===== src/biu_pkg.sv =====
// bus interface unit package with widths, window size, reset base, request/strobe/order structs, sequencer states
package biu_pkg;

   localparam int ADDR_W = 20;
   localparam int DATA_W = 16;
   localparam int BYTE_W = 8;
   localparam int CNT_W  = 3;

   localparam logic [CNT_W-1:0] FETCH_BYTES = 3'd4;        // window size and fill length
   localparam int WIN_IDX_W = $clog2(FETCH_BYTES);         // index into the window bytes

   localparam logic [ADDR_W-1:0] RESET_BASE = 20'hFFFF0;   // reset vector area

   // core request held as levels until done
   typedef struct packed {
      logic              rd;
      logic              wr;
      logic              byte_op;   // 1 byte, 0 word
      logic              m_io;      // 1 memory, 0 io
      logic [ADDR_W-1:0] adr;
      logic [DATA_W-1:0] wdata;
   } core_req_t;

   // external strobes
   typedef struct packed {
      logic ale;
      logic rd_n;
      logic wr_n;
      logic den_n;
      logic dtr;
      logic iom;
   } bus_ctl_t;

   // transfer order from the queue to the sequencer
   typedef struct packed {
      logic              is_wr;
      logic              m_io;
      logic [ADDR_W-1:0] adr;
      logic [CNT_W-1:0]  nbytes;
      logic [DATA_W-1:0] wdata;
   } xfer_t;

   typedef enum logic [2:0] {
      idle,
      t1_addr,
      t2_strobe,
      t3_latch,
      t4_end
   } seq_state_t;

endpackage


===== src/biu_8088_top.sv =====
// 8088-style bus interface unit with sequencer, prefetch window, interrupt ack and hold control
module biu_8088_top (
   input  logic                       clk,
   input  logic                       rst,
   input  biu_pkg::core_req_t         req_i,
   input  logic [biu_pkg::BYTE_W-1:0] ad_i,
   input  logic                       intr_i,
   input  logic                       hold_i,
   output logic                       done_o,
   output logic [biu_pkg::DATA_W-1:0] rdata_o,
   output logic [biu_pkg::ADDR_W-1:0] a_o,
   output biu_pkg::bus_ctl_t          ctl_o,
   output logic [biu_pkg::BYTE_W-1:0] ad_o,
   output logic                       ad_oe_o,
   output logic                       inta_n_o,
   output logic                       hlda_o
);

   logic                       xfer_start;
   biu_pkg::xfer_t             xfer;
   logic                       bus_idle;
   logic                       byte_vld;
   logic [biu_pkg::CNT_W-1:0]  byte_idx;
   logic [biu_pkg::BYTE_W-1:0] byte_val;
   logic                       xfer_end;

   prefetch_queue i_prefetch_queue (
      .clk          (clk),
      .rst          (rst),
      .req_i        (req_i),
      .bus_idle_i   (bus_idle),
      .byte_vld_i   (byte_vld),
      .byte_idx_i   (byte_idx),
      .byte_i       (byte_val),
      .xfer_end_i   (xfer_end),
      .xfer_start_o (xfer_start),
      .xfer_o       (xfer),
      .done_o       (done_o),
      .rdata_o      (rdata_o)
   );

   bus_cycle_seq i_bus_cycle_seq (
      .clk          (clk),
      .rst          (rst),
      .xfer_start_i (xfer_start),
      .xfer_i       (xfer),
      .hlda_i       (hlda_o),
      .ad_i         (ad_i),
      .bus_idle_o   (bus_idle),
      .byte_vld_o   (byte_vld),
      .byte_idx_o   (byte_idx),
      .byte_o       (byte_val),
      .xfer_end_o   (xfer_end),
      .a_o          (a_o),
      .ctl_o        (ctl_o),
      .ad_o         (ad_o),
      .ad_oe_o      (ad_oe_o)
   );

   intr_ack_seq i_intr_ack_seq (
      .clk      (clk),
      .rst      (rst),
      .intr_i   (intr_i),
      .inta_n_o (inta_n_o)
   );

   hold_ctrl i_hold_ctrl (
      .clk        (clk),
      .rst        (rst),
      .hold_i     (hold_i),
      .bus_idle_i (bus_idle),
      .hlda_o     (hlda_o)
   );

endmodule


===== src/bus_cycle_seq.sv =====
// T1-T4 byte cycle state machine with byte counter, strobes and multiplexed ad drive
module bus_cycle_seq (
   input  logic                       clk,
   input  logic                       rst,
   input  logic                       xfer_start_i,
   input  biu_pkg::xfer_t             xfer_i,
   input  logic                       hlda_i,
   input  logic [biu_pkg::BYTE_W-1:0] ad_i,
   output logic                       bus_idle_o,
   output logic                       byte_vld_o,
   output logic [biu_pkg::CNT_W-1:0]  byte_idx_o,
   output logic [biu_pkg::BYTE_W-1:0] byte_o,
   output logic                       xfer_end_o,
   output logic [biu_pkg::ADDR_W-1:0] a_o,
   output biu_pkg::bus_ctl_t          ctl_o,
   output logic [biu_pkg::BYTE_W-1:0] ad_o,
   output logic                       ad_oe_o
);

   biu_pkg::seq_state_t state_q;
   logic [biu_pkg::CNT_W-1:0] cnt_q;
   logic [biu_pkg::CNT_W-1:0] cnt_nxt;
   biu_pkg::xfer_t ord_q;                   // order copy for the whole transfer
   logic [biu_pkg::BYTE_W-1:0] rbyte_q;
   logic end_q;
   logic accept;
   logic last_byte;
   logic [biu_pkg::BYTE_W-1:0] wbyte;

   assign accept    = (state_q == biu_pkg::idle) & xfer_start_i & ~hlda_i;  // held off under hold
   assign cnt_nxt   = cnt_q + {{(biu_pkg::CNT_W-1){1'b0}}, 1'b1};
   assign last_byte = (cnt_nxt == ord_q.nbytes);

   // idle only once the end pulse is out and no order is being taken
   assign bus_idle_o = (state_q == biu_pkg::idle) & ~end_q & ~accept;

   always_ff @(posedge clk or negedge rst) begin
      if (!rst) begin
         state_q <= biu_pkg::idle;
         cnt_q   <= '0;
         end_q   <= 1'b0;
      end else begin
         end_q <= 1'b0;
         case (state_q)
            biu_pkg::idle: begin
               if (accept) begin
                  state_q <= biu_pkg::t1_addr;
                  cnt_q   <= '0;
               end
            end
            biu_pkg::t1_addr:   state_q <= biu_pkg::t2_strobe;
            biu_pkg::t2_strobe: state_q <= biu_pkg::t3_latch;
            biu_pkg::t3_latch:  state_q <= biu_pkg::t4_end;
            biu_pkg::t4_end: begin
               if (last_byte) begin
                  state_q <= biu_pkg::idle;
                  end_q   <= 1'b1;
               end else begin
                  state_q <= biu_pkg::t1_addr;   // next byte
                  cnt_q   <= cnt_nxt;
               end
            end
            default: state_q <= biu_pkg::idle;
         endcase
      end
   end

   always_ff @(posedge clk) begin
      if (accept)
         ord_q <= xfer_i;
      if (state_q == biu_pkg::t3_latch && !ord_q.is_wr)
         rbyte_q <= ad_i;                    // sampled at the end of T3
   end

   assign a_o   = ord_q.adr + {{(biu_pkg::ADDR_W-biu_pkg::CNT_W){1'b0}}, cnt_q};
   assign wbyte = (cnt_q == '0) ? ord_q.wdata[biu_pkg::BYTE_W-1:0]
                                : ord_q.wdata[biu_pkg::DATA_W-1:biu_pkg::BYTE_W];

   assign byte_vld_o = (state_q == biu_pkg::t4_end) & ~ord_q.is_wr;
   assign byte_idx_o = cnt_q;
   assign byte_o     = rbyte_q;
   assign xfer_end_o = end_q;

   always_comb begin
      ctl_o.ale   = 1'b0;
      ctl_o.rd_n  = 1'b1;
      ctl_o.wr_n  = 1'b1;
      ctl_o.den_n = 1'b1;
      ctl_o.dtr   = 1'b1;
      ctl_o.iom   = 1'b0;
      ad_o        = '0;
      ad_oe_o     = 1'b0;
      if (state_q != biu_pkg::idle) begin
         ctl_o.iom = ~ord_q.m_io;
         ctl_o.dtr = ord_q.is_wr;           // low while reading
      end
      case (state_q)
         biu_pkg::t1_addr: begin
            ctl_o.ale = 1'b1;
            ad_o      = a_o[biu_pkg::BYTE_W-1:0];
            ad_oe_o   = 1'b1;
         end
         biu_pkg::t2_strobe, biu_pkg::t3_latch: begin
            ctl_o.rd_n  = ord_q.is_wr;
            ctl_o.wr_n  = ~ord_q.is_wr;
            ctl_o.den_n = 1'b0;
            ad_o        = ord_q.is_wr ? wbyte : '0;
            ad_oe_o     = ord_q.is_wr;
         end
         biu_pkg::t4_end: begin
            ad_o    = ord_q.is_wr ? wbyte : '0;   // write data held through T4
            ad_oe_o = ord_q.is_wr;
         end
         default: ;
      endcase
   end

endmodule


===== src/hold_ctrl.sv =====
// hold request sequencer with settle delay and hlda grant on an idle bus
module hold_ctrl (
   input  logic clk,
   input  logic rst,
   input  logic hold_i,
   input  logic bus_idle_i,
   output logic hlda_o
);

   typedef enum logic [1:0] {
      hc_idle,
      hc_settle,
      hc_granted
   } hc_state_t;

   hc_state_t state_q;
   logic [1:0] cnt_q;    // settle cycles seen

   always_ff @(posedge clk or negedge rst) begin
      if (!rst) begin
         state_q <= hc_idle;
         cnt_q   <= 2'd0;
      end else begin
         case (state_q)
            hc_idle: begin
               if (hold_i) begin
                  state_q <= hc_settle;
                  cnt_q   <= 2'd0;
               end
            end
            hc_settle: begin
               if (!hold_i)
                  state_q <= hc_idle;       // request withdrawn
               else if (cnt_q != 2'd2)
                  cnt_q <= cnt_q + 2'd1;
               else if (bus_idle_i)
                  state_q <= hc_granted;
            end
            hc_granted: begin
               if (!hold_i)
                  state_q <= hc_idle;
            end
            default: state_q <= hc_idle;
         endcase
      end
   end

   // the sequencer stays in idle while this is high
   assign hlda_o = (state_q == hc_granted);

endmodule


===== src/intr_ack_seq.sv =====
// interrupt acknowledge sequencer with two-cycle inta_n pulse and recovery cycle
module intr_ack_seq (
   input  logic clk,
   input  logic rst,
   input  logic intr_i,
   output logic inta_n_o
);

   typedef enum logic {
      ia_idle,
      ia_ack
   } ia_state_t;

   ia_state_t state_q;
   logic [1:0] cnt_q;    // acknowledge cycles then recovery

   always_ff @(posedge clk or negedge rst) begin
      if (!rst) begin
         state_q <= ia_idle;
         cnt_q   <= 2'd0;
      end else begin
         case (state_q)
            ia_idle: begin
               if (intr_i) begin
                  state_q <= ia_ack;
                  cnt_q   <= 2'd0;
               end
            end
            ia_ack: begin
               if (cnt_q == 2'd2)
                  state_q <= ia_idle;   // recovery done
               else
                  cnt_q <= cnt_q + 2'd1;
            end
            default: state_q <= ia_idle;
         endcase
      end
   end

   assign inta_n_o = ~((state_q == ia_ack) & (cnt_q != 2'd2));

endmodule


===== src/prefetch_queue.sv =====
// request intake, four-byte fetch window with hit test, transfer orders, read data assembly
module prefetch_queue (
   input  logic                       clk,
   input  logic                       rst,
   input  biu_pkg::core_req_t         req_i,
   input  logic                       bus_idle_i,
   input  logic                       byte_vld_i,
   input  logic [biu_pkg::CNT_W-1:0]  byte_idx_i,
   input  logic [biu_pkg::BYTE_W-1:0] byte_i,
   input  logic                       xfer_end_i,
   output logic                       xfer_start_o,
   output biu_pkg::xfer_t             xfer_o,
   output logic                       done_o,
   output logic [biu_pkg::DATA_W-1:0] rdata_o
);

   logic [biu_pkg::ADDR_W-1:0] base_q;
   logic [biu_pkg::BYTE_W-1:0] win_q [biu_pkg::FETCH_BYTES];
   logic [biu_pkg::BYTE_W-1:0] io_q [2];        // io read bytes kept outside the window
   logic vld_q;
   logic pend_q;                                 // request taken and not yet done
   logic want_q;                                 // order waiting for the sequencer
   logic done_q;
   logic [biu_pkg::DATA_W-1:0] rdata_q;

   logic [biu_pkg::ADDR_W-1:0] off;
   logic [biu_pkg::CNT_W-1:0] off_lo;
   logic off_hi_zero;
   logic [biu_pkg::CNT_W-1:0] need;
   logic [biu_pkg::WIN_IDX_W-1:0] lo_idx;
   logic [biu_pkg::WIN_IDX_W-1:0] hi_idx;
   logic in_win;
   logic new_req;
   logic hit;
   logic fill;
   logic overlap;
   logic [biu_pkg::BYTE_W-1:0] lo_b;
   logic [biu_pkg::BYTE_W-1:0] hi_b;
   logic [biu_pkg::DATA_W-1:0] rd_word;

   assign off         = req_i.adr - base_q;
   assign off_lo      = off[biu_pkg::CNT_W-1:0];
   assign off_hi_zero = (off[biu_pkg::ADDR_W-1:biu_pkg::CNT_W] == '0);
   assign need        = req_i.byte_op ? 3'd1 : 3'd2;

   // whole access must sit inside the window
   assign in_win = off_hi_zero &
                   (({1'b0, off_lo} + {1'b0, need}) <= {1'b0, biu_pkg::FETCH_BYTES});

   assign new_req = (req_i.rd | req_i.wr) & ~pend_q;
   assign hit     = vld_q & req_i.rd & req_i.m_io & in_win;
   assign fill    = req_i.rd & req_i.m_io & ~hit;   // memory read miss

   // a word write one below the base still touches byte 0
   assign overlap = req_i.wr & req_i.m_io &
                    ((off_hi_zero & (off_lo < biu_pkg::FETCH_BYTES)) |
                     (~req_i.byte_op & (&off)));

   assign lo_idx = off[biu_pkg::WIN_IDX_W-1:0];
   assign hi_idx = lo_idx + {{(biu_pkg::WIN_IDX_W-1){1'b0}}, 1'b1};

   always_comb begin
      lo_b = req_i.m_io ? win_q[lo_idx] : io_q[0];
      hi_b = req_i.m_io ? win_q[hi_idx] : io_q[1];
      if (req_i.byte_op)
         rd_word = {{(biu_pkg::DATA_W-biu_pkg::BYTE_W){lo_b[biu_pkg::BYTE_W-1]}}, lo_b};
      else
         rd_word = {hi_b, lo_b};                 // low byte first on the bus
   end

   always_comb begin
      xfer_o.is_wr  = req_i.wr;
      xfer_o.m_io   = req_i.m_io;
      xfer_o.adr    = req_i.adr;
      xfer_o.nbytes = fill ? biu_pkg::FETCH_BYTES : need;
      xfer_o.wdata  = req_i.wdata;
   end

   always_ff @(posedge clk or negedge rst) begin
      if (!rst) begin
         base_q <= biu_pkg::RESET_BASE;
         vld_q  <= 1'b0;
         pend_q <= 1'b0;
         want_q <= 1'b0;
         done_q <= 1'b0;
      end else begin
         done_q <= 1'b0;
         if (new_req) begin
            pend_q <= 1'b1;
            if (hit)
               done_q <= 1'b1;                  // served from the window
            else
               want_q <= 1'b1;
            if (fill) begin
               base_q <= req_i.adr;             // window restarts at the miss
               vld_q  <= 1'b0;
            end
            if (overlap)
               vld_q <= 1'b0;
         end
         if (want_q && !bus_idle_i)
            want_q <= 1'b0;                      // sequencer took it
         if (xfer_end_i) begin
            done_q <= 1'b1;
            if (fill)
               vld_q <= 1'b1;
         end
         if (done_q)
            pend_q <= 1'b0;
      end
   end

   always_ff @(posedge clk) begin
      if (byte_vld_i) begin
         if (fill)
            win_q[byte_idx_i[biu_pkg::WIN_IDX_W-1:0]] <= byte_i;
         else
            io_q[byte_idx_i[0]] <= byte_i;
      end
      if ((new_req && hit) || xfer_end_i)
         rdata_q <= rd_word;
   end

   assign xfer_start_o = want_q;
   assign done_o       = done_q;
   assign rdata_o      = rdata_q;

endmodule


===== config.mk =====
export PLATFORM = sky130hd
export DESIGN_NAME = biu_8088_top
export DESIGN_NICKNAME = d
export VERILOG_FILES = /design/src/biu_pkg.sv /design/src/biu_8088_top.sv /design/src/bus_cycle_seq.sv /design/src/hold_ctrl.sv /design/src/intr_ack_seq.sv /design/src/prefetch_queue.sv
export SDC_FILE = /design/constraint.sdc
export NUM_CORES = 1
export LEC_CHECK = 0
export BUFFER_PORTS_ARGS = -buffer_cell sky130_fd_sc_hd__buf_2
export CAP_MARGIN = 40
export CORE_ASPECT_RATIO = 1.4
export CORE_MARGIN = 2
export CORE_UTILIZATION = 63
export DETAILED_ROUTE_END_ITERATION = 10
export PLACE_DENSITY = 0.84
export SYNTH_ARGS = -nofsm -noshare
export SYNTH_HDL_FRONTEND = slang
export SYNTH_HIERARCHICAL = 1
export SYNTH_SLANG_ARGS = --single-unit

===== constraint.sdc =====
create_clock -name clk -period 8.8 [get_ports clk]
set_input_delay 0.44 -clock clk [delete_from_list [all_inputs] [get_ports clk]]
set_output_delay 0.44 -clock clk [all_outputs]
set_load 0.05 [all_outputs]

# After elaboration in Yosys (flattened, before gate mapping)
# Memories as Yosys holds them, arrays and structs flattened.
# Cells that the tools add are included.
# Widths: inputs -> output; s select.
# totals
input_bits	52
wordCells	158
register_bits	103
mem_bits_rw	48
mem_count	2
output_inout_bits	54
# classes
n_eq_ne	21
mux	54
order_cmp	2
n_reduce_logical	24
bitwise	29
n_addsub	7
# mem_list
memory	depth	word_bits	rd	rd_clocked_by_memory_dff	wr	line_no	text
i_prefetch_queue.win_q	4	8	2	0	1	prefetch_queue.sv:18	logic [biu_pkg::BYTE_W-1:0] win_q [biu_pkg::FETCH_BYTES];
i_prefetch_queue.io_q	2	8	2	0	1	prefetch_queue.sv:19	logic [biu_pkg::BYTE_W-1:0] io_q [2];
# op_table
cell	n
$mux 8	4
$mux 1	25
$mux 2	12
$add 20x3->20	1
$reduce_and 20->1	1
$sub 20x20->20	1
$ne 2x2->1 const B	9
$and 1x1->1	17
$logic_not 17->1	1
$mux 16	1
$pmux 8 s2	1
$pmux 3 s5	1
$mux 3	4
$not 1->1	10
$pmux 2 s2	2
$reduce_and 4->1	2
$reduce_bool 2->1	4
$add 2x1->2 const B	3
$eq 3x2->1 const B	2
$logic_not 3->1	2
$ne 3x3->1 const B	2
$pmux 2 s3	1
$pmux 3 s2	1
$reduce_and 2->1	3
20 further kinds	27

# Depth between registers and ports, before layout
# Gate-level depths: netlist (run 1).
# depth
word_depth	12
ltp_mapped	17
depth_no_buf	13

# Modules after synthesis
# Netlist (run 1), hierarchy kept.
# modules_own_cells
mod	seq_area_each_um2	area_each_um2	n_inst	cells_per_inst
prefetch_queue	2542.4	5520.3	1	457
bus_cycle_seq	1646.6	2526.2	1	181
hold_ctrl	100.1	193.9	1	19
intr_ack_seq	75.1	146.4	1	13

# Worst setup path before layout (run 1)
# Ideal clock, no wire load.
# synth_path
path_type	input to register
start	input port req_i[16] (netlist bit)
end	memory i_prefetch_queue/win_q[0][0] (netlist bit) (enable)
setup_time_ps	395
arrival_ps	4045
stages	16
t_required_ps	8405
path_buffers	3
slack_ps	4361
cell_sequence	inv_1 > ha_1 > clkbuf_1 > buf_1 > inv_1 > ha_1 > inv_1 > fa_1 > nand2b_1 > a21oi_1 > o31ai_1 > nor4_1 > and3_1 > buf_6 > nor2_4 > nor4bb_1
# synth_between
elab_chain_cells	10
elab_cells_between_ends	11
cone_classes	2 x add/sub; 1 x order compare; 3 x mux; 4 x bitwise; 1 x reduce/logical
# synth_lines
element	line_no	text
start, declared	biu_8088_top.sv:5	input biu_pkg::core_req_t req_i,
$sub 20x20->20 *	prefetch_queue.sv:41	assign off = req_i.adr - base_q;
$add 3x3->4	prefetch_queue.sv:48	(({1'b0, off_lo} + {1'b0, need}) <= {1'b0, biu_pkg::FETCH_BYTES});
$le 4x3->1	prefetch_queue.sv:48	
$and 1x1->1 *	prefetch_queue.sv:47	assign in_win = off_hi_zero &
$and 1x1->1 *	prefetch_queue.sv:51	assign hit = vld_q & req_i.rd & req_i.m_io & in_win;
$not 1->1 *	prefetch_queue.sv:52	assign fill = req_i.rd & req_i.m_io & ~hit;
$and 1x1->1 *	prefetch_queue.sv:52	
named net i_prefetch_queue.fill	prefetch_queue.sv:35	logic fill;
$mux 1 *	prefetch_queue.sv:115	if (fill)
$mux 1 *	prefetch_queue.sv:114	if (byte_vld_i) begin
$mux 1 (not written as such) *	prefetch_queue.sv:116	win_q[byte_idx_i[biu_pkg::WIN_IDX_W-1:0]] <= byte_i;
end, declared	prefetch_queue.sv:18	
# Mark *: on every way through the listed nets, which the timed path passes. The rest lies on a longest branch.

# Worst setup path after layout (run 1)
# layout_path
start	register i_prefetch_queue/base_q[0] (netlist bit)
end	memory i_prefetch_queue/io_q[0][0] (netlist bit) (enable)
# layout_between
elab_chain_cells	10
elab_cells_between_ends	11
cone_classes	2 x add/sub; 1 x order compare; 3 x mux; 4 x bitwise; 1 x reduce/logical
# layout_lines
element	line_no	text
start, declared	prefetch_queue.sv:17	logic [biu_pkg::ADDR_W-1:0] base_q;
start signal, assigned	prefetch_queue.sv:81	base_q <= biu_pkg::RESET_BASE;
start signal, assigned	prefetch_queue.sv:95	base_q <= req_i.adr;
$sub 20x20->20 *	prefetch_queue.sv:41	
$add 3x3->4	prefetch_queue.sv:48	
$le 4x3->1	prefetch_queue.sv:48	
$and 1x1->1 *	prefetch_queue.sv:47	
$and 1x1->1 *	prefetch_queue.sv:51	
$not 1->1 *	prefetch_queue.sv:52	
$and 1x1->1 *	prefetch_queue.sv:52	
$mux 1 *	prefetch_queue.sv:115	
$mux 1 *	prefetch_queue.sv:114	
$mux 1 (not written as such) *	prefetch_queue.sv:118	io_q[byte_idx_i[0]] <= byte_i;
end, declared	prefetch_queue.sv:19	
# Mark *: on every way between the ends. The rest lies on a longest branch, timed or not.

==> load_flow_metrics.sql, run 1 <==
INSERT INTO impl_metrics (metric_group, metric, value, unit) VALUES
('global_routing', 'antenna_found_initial', '0', ''),
('finish', 'antennaDiodeCount', '0', ''),
('global_routing', 'overflow', '0', ''),
('drt', 'detail_route.wirelength', '17.7', 'mm'),
('floorplan', 'chipWidth', '102', 'µm'),
('clocking', 'clock_sink_count', '151', ''),
('drt', 'num_vias', '5571', ''),
('global_routing', 'grt_max_degree', '29', ''),
('status', 'status', 'finished, final reports clean', ''),
('sta', 'max_clock_freq', '241', 'MHz'),
('sta', 'final_min_period_over_clock_period', '47.2', '%'),
('finish', 'final_net_count', '825', ''),
('finish', 'finalCoreUtilization', '72.7', '%'),
('critical_path', 'worstPathCellList', 'ha_1 -> fa_1 -> inv_1 -> ha_1 -> a21oi_1 -> o2111ai_1 -> a21oi_1 -> o31ai_1 -> nor4_1 -> and3_1 -> nor2_4 -> nor3b_1 -> buf_2', ''),
('placed_design', 'globalplace.congestion', '0.887', ''),
('synth', 'synth_top_flop_cell', 'edfxtp_1', ''),
('clocking', 'tritoncts_clock_tree', 'done', ''),
('critical_path', 'reg2reg_to', 'i_prefetch_queue/io_q[0][0]', ''),
('critical_path', 'timing_worst_setup_path_type', 'flop to flop', ''),
('clocking', 'cts_root_buf', 'clkbuf_16', ''),
('drt', 'initial_drc_count', '283', ''),
('clocking', 'clock_insertion_delay_worst_skew', '0.42', 'ns'),
('critical_path', 'critical_path_buf_inv_count', '2', ''),
('critical_path', 'rr_worst_depth', '13', ''),
('drt', 'wire_per_inst', '19.0', 'µm'),
('power_and_ir_drop', 'leakagePower', '3.69', 'nW'),
('global_routing', 'grt_pass1_vias', '5680', ''),
('sta', 'setup_total_negative_slack', '0', 'ns'),
('floorplan', 'std_cell_rows', '49', ''),
('drt', 'routed_via_density', '5.98', ''),
('placed_design', 'hpwlAfterDp', '13.1', 'mm'),
('clocking', 'postCtsResizedCells', '0', ''),
('sta', 'final_period_minus_worst_setup_slack', '4.15', 'ns'),
('synth', 'synth_seq_cells', '151', ''),
('clocking', 'cts_made_buffers', '17', ''),
('clocking', 'htreeDepth', '4', ''),
('synth', 'edff_count_synth', '113', ''),
('synth', 'synthDominantAreaCellType', 'edfxtp_1', ''),
('critical_path', 'worst_path_dominant_cell_family', 'adder cells', ''),
('clocking', 'postCtsSetupBuffers', '0', ''),
('power_and_ir_drop', 'power.density', '288', 'nW/µm²'),
('synth', 'synth_warnings', '6', ''),
('floorplan', 'die-area', '14300', 'µm²'),
('sta', 'final_critical_path_setup_slack', '4.65', 'ns'),
('critical_path', 'timing.critical_path.from', 'i_prefetch_queue/base_q[0]', ''),
('synth', 'synth_top_area_share', '40.5', '%'),
('critical_path', 'cp-endpoint', 'i_prefetch_queue/io_q[0][0]', ''),
('critical_path', 'cp_depth', '13', ''),
('sta', 'worst_pin_slew', '0.910', 'ns'),
('sta', 'slew_headroom', '39.2', '%'),
('synth', 'post_synthesis_cell_count', '670', ''),
('placed_design', 'placedCellCount', '899', ''),
('synth', 'netlist_top_cells_area', 'edfxtp_1 (40%), dfrtp_1 (6.6%), dfstp_2 (5.0%), ha_1 (4.3%), mux4_2 (4.3%)', ''),
('placed_design', 'place.port_buffers', '105', ''),
('synth', 'yosysSeqAreaShare', '52.0', '%'),
('power_and_ir_drop', 'peak_supply_drop', '0.156', 'mV'),
('finish', 'instances_no_fill', '932', ''),
('finish', 'area_delta_synth_final', '12.1', '%'),
('critical_path', 'critPathMaxFanout', '10', ''),
('sta', 'rsz0062_at_grt', 'no', ''),
('floorplan', 'coreArea', '12900', 'µm²'),
('critical_path', 'timing.critical_path.slowest_stage_cell', 'fa_1', ''),
('critical_path', 'worstSetupStartpointType', 'flop', ''),
('floorplan', 'initial_utilization', '64.8', '%'),
('job', 'max_cap_violations', '0', ''),
('sta', 'clock_skew', '0.0101', 'ns'),
('drt', 'drc_violations_left', '0', ''),
('finish', 'final_layout_size_suffix_gt1_share', '30.5', '%'),
('global_routing', 'grt_util_all_layers', '26.2', '%'),
('finish', 'filler_cell_count', '859', ''),
('critical_path', 'required', '8.92', 'ns');
-- per-layer routing --
metal / track usage [%] / wire (µm)
met1: 29.5 / 6590
met2: 47.5 / 9800
met3: 4.89 / 912
met5: 0 / 0
met4: 10.8 / 424
-- layout by cell type (no fill, tap or decap), types with 16 or more instances in the layout --
cell type and instances:
clkbuf_16 17, mux2_4 19, nor2_1 21, buf_2 106, mux2i_1 18, inv_1 37, nand2_1 41, mux4_2 16
dfstp_2 16, edfxtp_1 113, o21ai_0 19, dfrtp_1 22, ha_1 29, xnor2_1 20, a21oi_1 36
-- per-stage QoR --
| stage | power [mW] | instance area [µm²] | hold slack [ns] |
|---|---|---|---|
| after floorplan | 1.77 | 8390 | 0.144 |
| after global placement | 1.95 | 8730 | 0.458 |
| after detailed placement | 2.00 | 8790 | 0.479 |
| after CTS | 2.72 | 9400 | 0.169 |
| after global routing | 2.85 | 9410 | 0.174 |
| final | 2.71 | 9410 | 0.188 |
-- kinds of logic (layout without fill, tap and decap cells) --
group	count (synthesis)	after routing	share of synthesized area, %
fa+ha+maj	32	32	5.04
xor+xnor	32	32	3.34
mux	62	62	11.1
buf+inv	98	182	6.68
compound gates	125	125	10.5
flops	151	151	52.0
simple gates	170	170	11.3
-- worst min path at each step --
stage	start	to	slack, ns	depth (start not counted)
2_1_floorplan	rst	i_bus_cycle_seq/byte_idx_o[0]	0.14	0
3_3_place_gp	i_hold_ctrl/cnt_q[0]	i_hold_ctrl/cnt_q[0]	0.46	1
3_5_place_dp	i_prefetch_queue/done_o	i_prefetch_queue/pend_q	0.48	1
4_1_cts	ad_i[2]	i_bus_cycle_seq/byte_o[2]	0.17	1
5_1_grt	req_i[13]	i_bus_cycle_seq/ord_q[13]	0.17	1
6_report	ad_i[0]	i_bus_cycle_seq/byte_o[0]	0.19	1
-- flip-flops by register name (all words and copies together) (netlist names), 2 cells and up --
name                        count
i_bus_cycle_seq/byte_idx_o      3
i_bus_cycle_seq/byte_o          8
i_bus_cycle_seq/ord_q          41
i_bus_cycle_seq/state_q         3
i_hold_ctrl/cnt_q               2
i_hold_ctrl/state_q             2
i_intr_ack_seq/cnt_q            2
i_prefetch_queue/base_q        20
i_prefetch_queue/io_q          16
i_prefetch_queue/rdata_o       16
i_prefetch_queue/win_q         32
-- where the power goes --
part / switching, mW / internal [mW] / leakage, nW
clock: 0.332 / 0.384 / 0.288
sequential: 0.0656 / 0.858 / 1.46
combinational: 0.665 / 0.407 / 1.94
total: 1.06 / 1.65 / 3.69
-- cell type report --
cell class                      count  area [µm²]  area share, %
Clock buffer                       17         425           4.52
Inverter                           38         143           1.52
Multi-Input combinational cell    421        3460           36.8
Tap cell                          178         223           2.37
Clock inverter                     15         179           1.90
Sequential cell                   151        4360           46.4
Timing Repair Buffer              112         608           6.47
(Power assumes the default switching activity.)
==> run 2, diff against run 1 <==
--- a/config.mk
+++ b/config.mk
@@ -9,9 +9,9 @@
 export CAP_MARGIN = 40
 export CORE_ASPECT_RATIO = 1.4
 export CORE_MARGIN = 2
-export CORE_UTILIZATION = 63
+export CORE_UTILIZATION = 53
 export DETAILED_ROUTE_END_ITERATION = 10
-export PLACE_DENSITY = 0.84
+export PLACE_DENSITY = 0.75
 export SYNTH_ARGS = -nofsm -noshare
 export SYNTH_HDL_FRONTEND = slang
 export SYNTH_HIERARCHICAL = 1
==> constraint.sdc (replaced) <==
create_clock -name clk -period 3.5 [get_ports clk]
set_input_delay 0.175 -clock clk [delete_from_list [all_inputs] [get_ports clk]]
set_output_delay 0.175 -clock clk [all_outputs]
set_load 0.05 [all_outputs]
==> load_flow_metrics.sql, run 2 (synthesis gave the netlist of run 1 again) <==
INSERT INTO impl_metrics (metric_group, metric, value, unit) VALUES
('sta', 'maxSlewViolCount', '0', ''),
('global_routing', 'grt_pass1_wl', '30.4', 'mm'),
('job', 'max_cap_violations', '0', ''),
('power_and_ir_drop', 'power.density', '695', 'nW/µm²'),
('finish', 'antennaDiodeCount', '0', ''),
('finish', 'finalCoreUtilization', '68.7', '%'),
('drt', 'drt_pre_antenna_iters', '4', ''),
('clocking', 'clock_sink_count', '151', ''),
('power_and_ir_drop', 'totalPowerFinal', '7.42', 'mW'),
('finish', 'number_of_flip_flops_in_the_largest_register', '41', ''),
('critical_path', 'timing.critical_path.from', 'i_prefetch_queue/base_q[5]', ''),
('critical_path', 'rr_worst_depth', '13', ''),
('status', 'status', 'finished, final reports clean', ''),
('power_and_ir_drop', 'leakagePower', '4.19', 'nW'),
('critical_path', 'reg_to_reg_setup_timing_slack', '0.07', 'ns'),
('critical_path', 'worstPathCellList', 'inv_1 -> ha_2 -> buf_4 -> a21oi_1 -> a21oi_4 -> or4_1 -> and3_4 -> nor4_4 -> and3_4 -> buf_6 -> nor2_4 -> and3b_1 -> buf_6', ''),
('placed_design', 'globalplace.congestion', '0.874', ''),
('placed_design', 'place.port_buffers', '105', ''),
('floorplan', 'coreArea', '15500', 'µm²'),
('finish', 'final_common_cell', 'edfxtp_1', ''),
('critical_path', 'worst_reg2reg_path_startpoint', 'i_prefetch_queue/base_q[5]', ''),
('sta', 'max_clock_freq', '292', 'MHz'),
('sta', 'final_period_minus_worst_setup_slack', '3.43', 'ns'),
('worst_hold_path', 'hold_path_class', 'primary input to flop', ''),
('finish', 'final_net_count', '926', ''),
('power_and_ir_drop', 'peak_supply_drop', '0.349', 'mV'),
('drt', 'route.met2.wl', '10.7', 'mm'),
('drt', 'routed_via_density', '5.73', ''),
('finish', 'area_delta_synth_final', '27.3', '%'),
('critical_path', 'timing.critical_path.slowest_stage_cell', 'dfstp_2', ''),
('sta', 'setup_total_negative_slack', '0', 'ns'),
('finish', 'highest_count_cells_in_the_layout_ignoring_fill_and_taps', 'edfxtp_1 (113), buf_2 (105), buf_4 (59), dlygate4sd3_1 (43), nand2_1 (39)', ''),
('global_routing', 'overflow', '0', ''),
('clocking', 'cts_root_buf', 'clkbuf_16', ''),
('clocking', 'clk_transition_reported_paths', '0.07', 'ns'),
('floorplan', 'chipWidth', '110', 'µm'),
('critical_path', 'worst_path_dominant_cell_family', 'simple AND/OR/NAND/NOR gates', ''),
('critical_path', 'cp-endpoint', 'i_prefetch_queue/io_q[1][7]', ''),
('floorplan', 'initial_utilization', '54.0', '%'),
('clocking', 'cts.path.max_buffers', '2', ''),
('global_routing', 'grt_util_all_layers', '23.8', '%'),
('floorplan', 'io-pin-count', '106', ''),
('drt', 'wire_per_inst', '18.6', 'µm'),
('floorplan', 'std_cell_rows', '54', ''),
('sta', 'clock_skew', '0.0125', 'ns'),
('clocking', 'cts_made_buffers', '17', ''),
('drt', 'initial_drc_count', '275', ''),
('drt', 'met3_length', '893', 'µm'),
('sta', 'slew_headroom', '47.7', '%'),
('sta', 'worst_pin_slew', '0.785', 'ns'),
('critical_path', 'cp_depth', '13', ''),
('critical_path', 'worstSetupStartpointType', 'flop', ''),
('drt', 'detail_route.wirelength', '19.6', 'mm'),
('drt', 'drc_violations_left', '0', ''),
('global_routing', 'grt_pass1_vias', '6178', ''),
('clocking', 'clock_insertion_delay_worst_skew', '0.43', 'ns'),
('global_routing', 'antenna_found_initial', '0', ''),
('sta', 'hold-worst-slack', '0.0177', 'ns'),
('critical_path', 'cpPeakStageDelay', '0.53', 'ns'),
('drt', 'drt-met1-wl', '7.11', 'mm'),
('drt', 'num_vias', '6026', ''),
('clocking', 'tritoncts_clock_tree', 'done', ''),
('sta', 'final_min_period_over_clock_period', '97.9', '%'),
('critical_path', 'reg2reg_to', 'i_prefetch_queue/io_q[1][7]', ''),
('critical_path', 'cp_data_arrival_time', '3.56', 'ns'),
('drt', 'route.antenna.remaining_nets', '0', ''),
('drt', 'top_routing_layer_in_use', 'met4', ''),
('critical_path', 'required', '3.63', 'ns'),
('global_routing', 'grt_max_degree', '36', ''),
('critical_path', 'critical_path_buf_inv_count', '4', ''),
('clocking', 'htreeDepth', '4', ''),
('floorplan', 'die-area', '16900', 'µm²'),
('placed_design', 'hpwlAfterDp', '14.3', 'mm'),
('finish', 'regMostFlops', 'i_bus_cycle_seq/ord_q', ''),
('critical_path', 'critPathMaxFanout', '8', ''),
('sta', 'final-hold-violation-count', '0', ''),
('critical_path', 'timing_worst_setup_path_type', 'flop to flop', ''),
('finish', 'final_layout_size_suffix_gt1_share', '39.8', '%'),
('floorplan', 'die_height', '153', 'µm'),
('sta', 'final-setup-viol-count', '0', ''),
('critical_path', 'endpoint_kind', 'flop', '');
## run 2: cell count changes in the layout (fill, tap and decap cells not counted), sizes merged
cell and delta:
buf +58, bufinv +2, clkinv -1, dlygate4sd3 +43
clkbuf +1, clkinvlp -2
## run 2: power breakdown
part           total, mW  internal, mW  switching (mW)
clock               1.85          1.09           0.761
combinational       3.24          1.37            1.87
sequential          2.33          2.16           0.167
total               7.42          4.62            2.80
## run 2: worst register-to-register path: stages (launching register included)
cell	delay (ns)
dfstp_2	0.53
inv_1	0.04
ha_2	0.19
buf_4	0.15
a21oi_1	0.29
a21oi_4	0.14
or4_1	0.51
and3_4	0.22
nor4_4	0.26
and3_4	0.24
buf_6	0.12
nor2_4	0.05
and3b_1	0.24
buf_6	0.15
## run 2: repair_timing
item / in CTS / in global routing
pin swaps: 4 / 22
hold buffers: 43 / 0
endpoints found under the setup margin: 74 / 75
hold endpoints to repair: 73 / 0
buffers inserted: 2 / 8
cloned: 0 / 0
resized for setup: 21 / 48
## run 2: worst min path at each step
| stage | from | to | slack, ns | cells past startpoint |
|---|---|---|---|---|
| global placement | rst | i_intr_ack_seq/cnt_q[0] | 0.34 | 1 |
| global route | req_i[20] | i_bus_cycle_seq/ord_q[23] | 0.002 | 1 |
| floorplan | rst | i_bus_cycle_seq/byte_idx_o[0] | -0.12 | 0 |
| detailed placement | rst | i_intr_ack_seq/cnt_q[0] | -0.002 | 1 |
| finish | req_i[20] | i_bus_cycle_seq/ord_q[23] | 0.02 | 1 |
| CTS | req_i[24] | i_bus_cycle_seq/ord_q[27] | 0.001 | 1 |
## run 2: cell type report
class | count | area, µm²
Fill cell | 1123 | 4860
Clock inverter | 14 | 159
Inverter | 38 | 143
Sequential cell | 151 | 4360
Multi-Input combinational cell | 421 | 3830
Timing Repair Buffer | 213 | 1500
Tap cell | 196 | 245
Clock buffer | 18 | 439
## run 2: routing by layer
metal  vias to the layer above  global-route usage [%]
met2                       201                    42.5
met1                      2952                    25.6
met3                        53                    5.33
met5                         -                       0
met4                         0                    12.1
li1                       2820                       -
## run 2: per-stage QoR
| stage | cell area [µm²] | worst slack [ns] | instances |
|---|---|---|---|
| floorplan | 8410 | 0.0282 | 670 |
| CTS | 10400 | 0.00939 | 1043 |
| finish | 10700 | 0.0736 | 1051 |
| global placement | 9160 | -0.105 | 962 |
| detailed placement | 9220 | -0.239 | 966 |
| global route | 10700 | -0.0408 | 1051 |
